<file path="src/source/cu_config.svh">
`ifndef CU_CONFIG_SVH
`define CU_CONFIG_SVH

// Instruction field widths
`define CU_OPCODE_W 6
`define CU_FUNCT_W  6

// Opcodes
`define CU_OP_RTYPE 6'h00
`define CU_OP_ADDI  6'h08
`define CU_OP_ADDIU 6'h09
`define CU_OP_LW    6'h23
`define CU_OP_LH    6'h21
`define CU_OP_LB    6'h20

// R-type funct codes
`define CU_FN_ADD 6'h20
`define CU_FN_SUB 6'h22
`define CU_FN_AND 6'h24

// Instruction memory read latency
`define CU_FETCH_WAIT 3

// Data memory read latency
`define CU_MEM_WAIT 2

// Exception vector read latency
`define CU_EXC_WAIT 8

// Must hold the longest wait
`define CU_CNT_W 4

`endif
</file>
<file path="src/source/cu_pkg.sv">
`include "cu_config.svh"

package cu_pkg;

    typedef logic [`CU_OPCODE_W-1:0] opcode_t;
    typedef logic [`CU_FUNCT_W-1:0]  funct_t;

    typedef enum logic [3:0] {
        CLS_ADD, CLS_SUB, CLS_AND, CLS_ADDI, CLS_ADDIU,
        CLS_LW, CLS_LH, CLS_LB, CLS_ILLEGAL
    } instr_class_t;

    typedef enum logic [3:0] {
        STEP_FETCH_WAIT, STEP_FETCH_LOAD, STEP_DECODE, STEP_DISPATCH,
        STEP_EXEC, STEP_WRITEBACK,
        STEP_ADDR, STEP_MEM_WAIT, STEP_MDR_SEL, STEP_LOAD_WB,
        STEP_EXC_WAIT, STEP_EXC_JUMP
    } step_t;

    typedef enum logic [2:0] {ALU_NONE, ALU_ADD, ALU_AND, ALU_SUB, ALU_PASS} alu_op_t;
    typedef enum logic [1:0] {SRCA_PC, SRCA_A} alu_src_a_t;
    typedef enum logic [2:0] {SRCB_B, SRCB_FOUR, SRCB_IMM} alu_src_b_t;
    typedef enum logic [2:0] {IORD_PC, IORD_ALUOUT, IORD_VECTOR} iord_t;
    typedef enum logic [1:0] {MDR_WORD, MDR_HALF, MDR_BYTE} mdr_sel_t;
    typedef enum logic [1:0] {DST_RT, DST_RD} reg_dst_t;
    typedef enum logic [1:0] {PCSRC_ALU, PCSRC_VECTOR} pc_src_t;

    typedef enum logic [1:0] {
        EXC_NOOPCODE = 2'd0,
        EXC_OVERFLOW = 2'd1
    } exc_cause_t;

    // One control word per cycle to the datapath
    typedef struct packed {
        logic       pc_write;
        logic       ir_write;
        logic       a_write;
        logic       b_write;
        logic       aluout_write;
        logic       mem_read;
        logic       mdr_write;
        logic       reg_write;
        logic       epc_write;
        reg_dst_t   reg_dst;
        logic       mem_to_reg;   // 1 selects MDR as register write data
        iord_t      iord;
        alu_src_a_t alu_src_a;
        alu_src_b_t alu_src_b;
        alu_op_t    alu_op;
        pc_src_t    pc_src;
        mdr_sel_t   mdr_sel;
        exc_cause_t cause;
    } ctrl_word_t;

    typedef struct packed {
        instr_class_t iclass;
        logic         traps_on_overflow;
    } cls_info_t;

endpackage

</file>
<file path="src/source/control_unit.sv">
`timescale 1ns/1ps

module control_unit (
    input  logic               clk,
    input  logic               reset,
    input  cu_pkg::opcode_t    opcode,
    input  cu_pkg::funct_t     funct,
    input  logic               ov,
    output cu_pkg::ctrl_word_t ctrl
);
    import cu_pkg::*;

    cls_info_t cls;
    step_t     step;

    opcode_decoder decoder_i (
        .clk    (clk),
        .reset  (reset),
        .step   (step),
        .opcode (opcode),
        .funct  (funct),
        .cls    (cls)
    );

    phase_sequencer sequencer_i (
        .clk   (clk),
        .reset (reset),
        .cls   (cls),
        .ov    (ov),
        .step  (step)
    );

    control_encoder encoder_i (
        .clk   (clk),
        .reset (reset),
        .step  (step),
        .cls   (cls),
        .ctrl  (ctrl)
    );

endmodule

</file>
<file path="src/source/control_encoder.sv">
`timescale 1ns/1ps

module control_encoder (
    input  logic               clk,
    input  logic               reset,
    input  cu_pkg::step_t      step,
    input  cu_pkg::cls_info_t  cls,
    output cu_pkg::ctrl_word_t ctrl
);
    import cu_pkg::*;

    ctrl_word_t ctrl_next;
    logic       is_rtype;
    alu_op_t    exec_op;

    assign is_rtype = cls.iclass inside {CLS_ADD, CLS_SUB, CLS_AND};

    always_comb begin
        case (cls.iclass)
            CLS_ADD, CLS_ADDI, CLS_ADDIU: exec_op = ALU_ADD;
            CLS_SUB:                      exec_op = ALU_SUB;
            CLS_AND:                      exec_op = ALU_AND;
            default:                      exec_op = ALU_PASS;
        endcase
    end

    always_comb begin
        ctrl_next = '0;
        case (step)
            STEP_FETCH_WAIT, STEP_FETCH_LOAD: begin
                // PC+4 held on the ALU output while IMEM settles
                ctrl_next.iord      = IORD_PC;
                ctrl_next.alu_src_a = SRCA_PC;
                ctrl_next.alu_src_b = SRCB_FOUR;
                ctrl_next.alu_op    = ALU_ADD;
                if (step == STEP_FETCH_LOAD) begin
                    ctrl_next.pc_write = 1'b1;
                    ctrl_next.ir_write = 1'b1;
                    ctrl_next.pc_src   = PCSRC_ALU;
                end
            end
            STEP_DECODE: begin
                ctrl_next.a_write = 1'b1;
                ctrl_next.b_write = 1'b1;
            end
            STEP_EXEC: begin
                ctrl_next.alu_src_a    = SRCA_A;
                ctrl_next.alu_src_b    = is_rtype ? SRCB_B : SRCB_IMM;
                ctrl_next.alu_op       = exec_op;
                ctrl_next.aluout_write = 1'b1;
            end
            STEP_WRITEBACK: begin
                ctrl_next.reg_write = 1'b1;
                ctrl_next.reg_dst   = is_rtype ? DST_RD : DST_RT;
            end
            STEP_ADDR: begin
                ctrl_next.alu_src_a    = SRCA_A;
                ctrl_next.alu_src_b    = SRCB_IMM;
                ctrl_next.alu_op       = ALU_ADD;
                ctrl_next.aluout_write = 1'b1;
            end
            STEP_MEM_WAIT: begin
                ctrl_next.iord     = IORD_ALUOUT;
                ctrl_next.mem_read = 1'b1;
            end
            STEP_MDR_SEL: begin
                ctrl_next.mdr_write = 1'b1;
                case (cls.iclass)
                    CLS_LH:  ctrl_next.mdr_sel = MDR_HALF;
                    CLS_LB:  ctrl_next.mdr_sel = MDR_BYTE;
                    default: ctrl_next.mdr_sel = MDR_WORD;
                endcase
            end
            STEP_LOAD_WB: begin
                ctrl_next.reg_write  = 1'b1;
                ctrl_next.mem_to_reg = 1'b1;
                ctrl_next.reg_dst    = DST_RT;
            end
            STEP_EXC_WAIT: begin
                ctrl_next.iord  = IORD_VECTOR;
                ctrl_next.cause = cls.traps_on_overflow ? EXC_OVERFLOW : EXC_NOOPCODE;
            end
            STEP_EXC_JUMP: begin
                ctrl_next.epc_write = 1'b1;
                ctrl_next.pc_write  = 1'b1;
                ctrl_next.pc_src    = PCSRC_VECTOR;
            end
            default: ctrl_next = '0;
        endcase
    end

    always_ff @(posedge clk) begin
        if (reset) begin
            ctrl <= '0;
        end else begin
            ctrl <= ctrl_next;
        end
    end

endmodule

</file>
<file path="src/source/phase_sequencer.sv">
`timescale 1ns/1ps
`include "cu_config.svh"

module phase_sequencer (
    input  logic              clk,
    input  logic              reset,
    input  cu_pkg::cls_info_t cls,
    input  logic              ov,
    output cu_pkg::step_t     step
);
    import cu_pkg::*;

    localparam logic [`CU_CNT_W-1:0] FETCH_LAST = `CU_CNT_W'(`CU_FETCH_WAIT - 1);
    localparam logic [`CU_CNT_W-1:0] MEM_LAST   = `CU_CNT_W'(`CU_MEM_WAIT - 1);
    localparam logic [`CU_CNT_W-1:0] EXC_LAST   = `CU_CNT_W'(`CU_EXC_WAIT - 1);

    step_t                step_q;
    step_t                step_next;
    logic [`CU_CNT_W-1:0] cnt;
    logic [`CU_CNT_W-1:0] wait_last;
    logic                 in_wait;
    logic                 wait_done;
    logic                 trap;

    assign trap = (step_q == STEP_WRITEBACK) && ov && cls.traps_on_overflow;

    // A trapped overflow shows the vector wait straight away, so the
    // encoder never sees the writeback step and issues no register write
    assign step = trap ? STEP_EXC_WAIT : step_q;

    always_comb begin
        case (step_q)
            STEP_FETCH_WAIT: wait_last = FETCH_LAST;
            STEP_MEM_WAIT:   wait_last = MEM_LAST;
            default:         wait_last = EXC_LAST;
        endcase
    end

    assign in_wait   = step_q inside {STEP_FETCH_WAIT, STEP_MEM_WAIT, STEP_EXC_WAIT};
    assign wait_done = (cnt == wait_last);

    always_comb begin
        step_next = step_q;
        case (step_q)
            STEP_FETCH_WAIT: begin
                if (wait_done) begin
                    step_next = STEP_FETCH_LOAD;
                end
            end
            STEP_FETCH_LOAD: step_next = STEP_DECODE;
            STEP_DECODE:     step_next = STEP_DISPATCH;
            STEP_DISPATCH: begin
                case (cls.iclass)
                    CLS_LW, CLS_LH, CLS_LB: step_next = STEP_ADDR;
                    CLS_ILLEGAL:            step_next = STEP_EXC_WAIT;
                    default:                step_next = STEP_EXEC;
                endcase
            end
            STEP_EXEC:       step_next = STEP_WRITEBACK;
            STEP_WRITEBACK:  step_next = trap ? STEP_EXC_WAIT : STEP_FETCH_WAIT;
            STEP_ADDR:       step_next = STEP_MEM_WAIT;
            STEP_MEM_WAIT: begin
                if (wait_done) begin
                    step_next = STEP_MDR_SEL;
                end
            end
            STEP_MDR_SEL:    step_next = STEP_LOAD_WB;
            STEP_LOAD_WB:    step_next = STEP_FETCH_WAIT;
            STEP_EXC_WAIT: begin
                if (wait_done) begin
                    step_next = STEP_EXC_JUMP;
                end
            end
            STEP_EXC_JUMP:   step_next = STEP_FETCH_WAIT;
            default:         step_next = STEP_FETCH_WAIT;
        endcase
    end

    always_ff @(posedge clk) begin
        if (reset) begin
            step_q <= STEP_FETCH_WAIT;
            cnt    <= '0;
        end else begin
            step_q <= step_next;
            // Counter is back at zero whenever a wait is entered
            if (in_wait && !wait_done) begin
                cnt <= cnt + 1'b1;
            end else begin
                cnt <= '0;
            end
        end
    end

endmodule

</file>
<file path="src/source/opcode_decoder.sv">
`timescale 1ns/1ps
`include "cu_config.svh"

module opcode_decoder (
    input  logic              clk,
    input  logic              reset,
    input  cu_pkg::step_t     step,
    input  cu_pkg::opcode_t   opcode,
    input  cu_pkg::funct_t    funct,
    output cu_pkg::cls_info_t cls
);
    import cu_pkg::*;

    cls_info_t cls_next;

    always_comb begin
        cls_next.iclass = CLS_ILLEGAL;
        case (opcode)
            `CU_OP_RTYPE: begin
                case (funct)
                    `CU_FN_ADD: cls_next.iclass = CLS_ADD;
                    `CU_FN_SUB: cls_next.iclass = CLS_SUB;
                    `CU_FN_AND: cls_next.iclass = CLS_AND;
                    default:    cls_next.iclass = CLS_ILLEGAL;
                endcase
            end
            `CU_OP_ADDI:  cls_next.iclass = CLS_ADDI;
            `CU_OP_ADDIU: cls_next.iclass = CLS_ADDIU;
            `CU_OP_LW:    cls_next.iclass = CLS_LW;
            `CU_OP_LH:    cls_next.iclass = CLS_LH;
            `CU_OP_LB:    cls_next.iclass = CLS_LB;
            default:      cls_next.iclass = CLS_ILLEGAL;
        endcase

        // Only the signed adds trap on overflow
        cls_next.traps_on_overflow = cls_next.iclass inside {CLS_ADD, CLS_SUB, CLS_ADDI};
    end

    // IR is stable from here until the next fetch
    always_ff @(posedge clk) begin
        if (reset) begin
            cls.iclass            <= CLS_ILLEGAL;
            cls.traps_on_overflow <= 1'b0;
        end else if (step == STEP_DECODE) begin
            cls <= cls_next;
        end
    end

endmodule

</file>
<file path="config.mk">
export PLATFORM = sky130hd
export DESIGN_NAME = control_unit
export DESIGN_NICKNAME = d
export VERILOG_FILES = /design/src/source/cu_pkg.sv /design/src/source/control_unit.sv /design/src/source/control_encoder.sv /design/src/source/phase_sequencer.sv /design/src/source/opcode_decoder.sv
export VERILOG_INCLUDE_DIRS = /design/src /design/src/source
export SDC_FILE = /design/constraint.sdc
export NUM_CORES = 1
export LEC_CHECK = 0
export BUFFER_PORTS_ARGS = -buffer_cell sky130_fd_sc_hd__buf_2
export CAP_MARGIN = 20
export CORE_AREA = 2 2 58 60
export DETAILED_ROUTE_END_ITERATION = 16
export DIE_AREA = 0 0 60 62
export HOLD_SLACK_MARGIN = 0.1
export PLACE_DENSITY = 0.76
export RECOVER_POWER = 25
export SLEW_MARGIN = 20
export SYNTH_ARGS = -nofsm -noshare
export SYNTH_HDL_FRONTEND = slang
export SYNTH_SLANG_ARGS = --single-unit
</file>
<file path="constraint.sdc">
create_clock -name clk -period 3.6 [get_ports clk]
set_input_delay 0.72 -clock clk [delete_from_list [all_inputs] [get_ports clk]]
set_output_delay 0.72 -clock clk [all_outputs]
set_load 0.02 [all_outputs]
</file>
==> impl_metrics.env <==
export IMPL_initial_core_util_pct=47.1
export IMPL_ir_worst_vdd_v=0.000223
export IMPL_power_mw=0.979
export IMPL_swShare_pct=31.2
export IMPL_grt_antenna_before_repair=0
export IMPL_p_clk_share_pct=31.4
export IMPL_finClkSkew_ps=6.13
export IMPL_cts_resized=0
export IMPL_grt_overflow_total=0
export IMPL_critical_path_required_ps=3890
export IMPL_maxCapViolations=0
export IMPL_clk_latency_ps=340
export IMPL_synth_avg_cell_area_um2=8.55
export IMPL_cp_buffers_inverters=0
export IMPL_grt_pass1_wl_um=5090
export IMPL_cts_sinks=32
export IMPL_pin_count=44
export IMPL_final_layout_size_suffix_gt1_share_pct=23.4
export IMPL_multiInputGateArea_um2=757
export IMPL_cts_buffers=5
export IMPL_synthesis_area_mm2=0.00150
export IMPL_cp_cell_sequence="nor2b_1 -> a21boi_0 -> o31ai_2 -> nand2_1 -> nor2_1"
export IMPL_via_per_inst=5.22
export IMPL_status="finished clean"
export IMPL_cp_top_family="simple AND/OR/NAND/NOR gates"
export IMPL_seq_power_share_pct=45.2
export IMPL_hold_path_class="reg -> reg"
export IMPL_wl_per_cell_um=11.5
export IMPL_fmax_ghz=0.516
export IMPL_clkSlewWorstSetupHoldPaths_ps=100
export IMPL_grt_pass1_vias=1158
export IMPL_ys_warn_count=0
export IMPL_yosysSeqAreaShare_pct=42.8
export IMPL_postLayoutCellArea_mm2=0.00175
export IMPL_detail_route_iter0_violations=42
export IMPL_synth_edff_count=0
export IMPL_worst_slack_ps=1660
export IMPL_root_buffer="clkbuf_4"
export IMPL_power_density_mw_per_mm2=561
export IMPL_slew_viol_final=0
export IMPL_worst_pin_slew_ps=696
export IMPL_period_share_pct=53.9
export IMPL_setup_viol=0
export IMPL_numPortBuffers=37
export IMPL_coreArea_mm2=0.00318
export IMPL_clk_path_buf_depth=2
export IMPL_internal_power_mw=0.673
export IMPL_drtAntennaViolNets=0
export IMPL_n_fill_cell=308
export IMPL_dp_final_hpwl_um=2090
export IMPL_first_pass_iters=4
export IMPL_grt_usage_pct=18.3
export IMPL_post_cts_setup_buffers=0
export IMPL_placed_area_mm2=0.00165
export IMPL_cts_max_level=2
export IMPL_cp_start_kind="register"
export IMPL_hold_viol=0
export IMPL_num_nets_final=224
export IMPL_diodes=0
export IMPL_path_class="reg -> reg"
export IMPL_cp_arrival_ps=2220
export IMPL_fin_util_pct=54.9
export IMPL_crit_path_max_fanout=12
export IMPL_endpoint_kind="register"
export IMPL_die_w_um=60
export IMPL_slew_headroom_pct=53.6
export IMPL_dp_slack_ps=1360
export IMPL_routed_wl_um=2940
export IMPL_cts_tree="yes"
export IMPL_area_delta_synth_final_pct=16.6
export IMPL_switchingPower_mw=0.306
export IMPL_ff_latch_area_um2=641
export IMPL_pwr_share_comb_pct=23.4
export IMPL_gp_congestion=0.784
export IMPL_p_leak_nw=0.776
export IMPL_yosysUniqueCellTypes=49
export IMPL_period_needed_ps=1940
export IMPL_grt_setup_unrepaired="false"
export IMPL_async_reset_ff_share_pct=0
export IMPL_rows=21
export IMPL_dieArea_mm2=0.00372
export IMPL_die_h_um=62
export IMPL_ctsHoldBuffers=0
export IMPL_cp_slowest_cell="dfxtp_1"
export IMPL_cp_slowest_stage_delay_ps=600
export IMPL_tns_ps=0
export IMPL_grt_max_degree=19
export IMPL_synth_cells=175
export IMPL_drc=0
export IMPL_vias=1332
export IMPL_yosys_register_bits=32
export IMPL_synth_ff_type="dfxtp_1"
-- Yosys cell counts, types with 2 or more instances --
cell	instances	area, um^2
dfxtp_1	32	641
nand2_1	20	75.1
nor2_1	18	67.6
a21oi_1	11	55.1
buf_4	10	75.1
nor3_1	8	40.0
nand2b_1	5	31.3
nand3b_1	5	37.5
nor2b_1	5	31.3
clkbuf_1	4	15.0
nand3_1	4	20.0
o21ai_0	4	20.0
and3_1	3	18.8
inv_1	3	11.3
a22oi_1	2	15.0
a31oi_1	2	12.5
and2_1	2	12.5
nor4_1	2	12.5
nor4b_1	2	17.5
or3_1	2	12.5
or4b_1	2	20.0
xor2_1	2	17.5
-- kinds of logic (layout without fill, tap and decap cells) --
| logic type | Yosys count | in the layout | share of synthesized area, % |
|---|---|---|---|
| AOI/OAI and AO/OA | 32 | 32 | 14.5 |
| xor gates and xnor gates | 3 | 3 | 1.76 |
| adders and majority gates | 1 | 1 | 0.836 |
| buffers and inverters | 19 | 48 | 7.86 |
| DFF | 32 | 32 | 42.8 |
| muxes | 1 | 1 | 0.669 |
| other | 1 | 6 | 0.251 |
| and+or+nand+nor | 86 | 86 | 31.4 |
-- through the flow --
| step | hold slack (ps) | std cells |
|---|---|---|
| 2_1_floorplan | 446 | 180 |
| 3_3_place_gp | 472 | 247 |
| 3_5_place_dp | 483 | 247 |
| 4_1_cts | 508 | 255 |
| 5_1_grt | 513 | 255 |
| 6_report | 496 | 255 |
-- power groups by stage --
stage | clock (mW) | sequential [mW] | combinational, mW
floorplan | 0 | 0.443 | 0.183
global route | 0.334 | 0.451 | 0.257
global placement | 0 | 0.448 | 0.225
detailed placement | 0 | 0.449 | 0.228
finish | 0.307 | 0.442 | 0.229
CTS | 0.313 | 0.441 | 0.229
-- placed cells by master (no fill, tap or decap), types with 3 or more instances in the layout --
cell | synthesis | final
nand3_1 | 4 | 4
nand3b_1 | 5 | 5
conb_1 | 1 | 6
inv_1 | 3 | 3
nand2b_1 | 5 | 5
a21oi_1 | 11 | 11
buf_2 | 1 | 36
nor2_1 | 18 | 18
nor2b_1 | 5 | 5
dfxtp_1 | 32 | 32
nor3_1 | 8 | 8
o21ai_0 | 4 | 4
and3_1 | 3 | 3
nand2_1 | 20 | 20
clkbuf_4 | 0 | 5
-- state kept, by name, summed over array words and instances, names as in the netlist --
signal / flops
sequencer_i.cnt: 4
decoder_i.cls: 5
sequencer_i.step_q: 4
encoder_i.ctrl: 19
-- area by class of cell --
| class | count | area share (%) |
|---|---|---|
| Timing Repair Buffer | 37 | 10.5 |
| Inverter | 3 | 0.645 |
| Multi-Input combinational cell | 129 | 43.4 |
| Tap cell | 46 | 3.30 |
| Clock buffer | 7 | 3.73 |
| Clock inverter | 1 | 1.72 |
| Sequential cell | 32 | 36.7 |
-- worst paths after layout --
check / start / endpoint / slack (ps) / cells past startpoint
hold / removal: sequencer_i.cnt[0] / sequencer_i.cnt[0] / 500 / 1
setup reg to reg: sequencer_i.step_q[2] / sequencer_i.cnt[3] / 1660 / 5
setup / recovery: sequencer_i.step_q[2] / sequencer_i.cnt[3] / 1660 / 5
hold reg to reg: sequencer_i.cnt[0] / sequencer_i.cnt[0] / 500 / 1
-- metal layers --
metal	track usage, %	share of wire (%)	routed length, um
met2	29.8	47	1390
met3	6.42	4.7	137
met1	22.2	47	1380
met4	7.30	1.4	40
met5	0	0	0
Note: power is estimated with default switching activity, not from simulation.
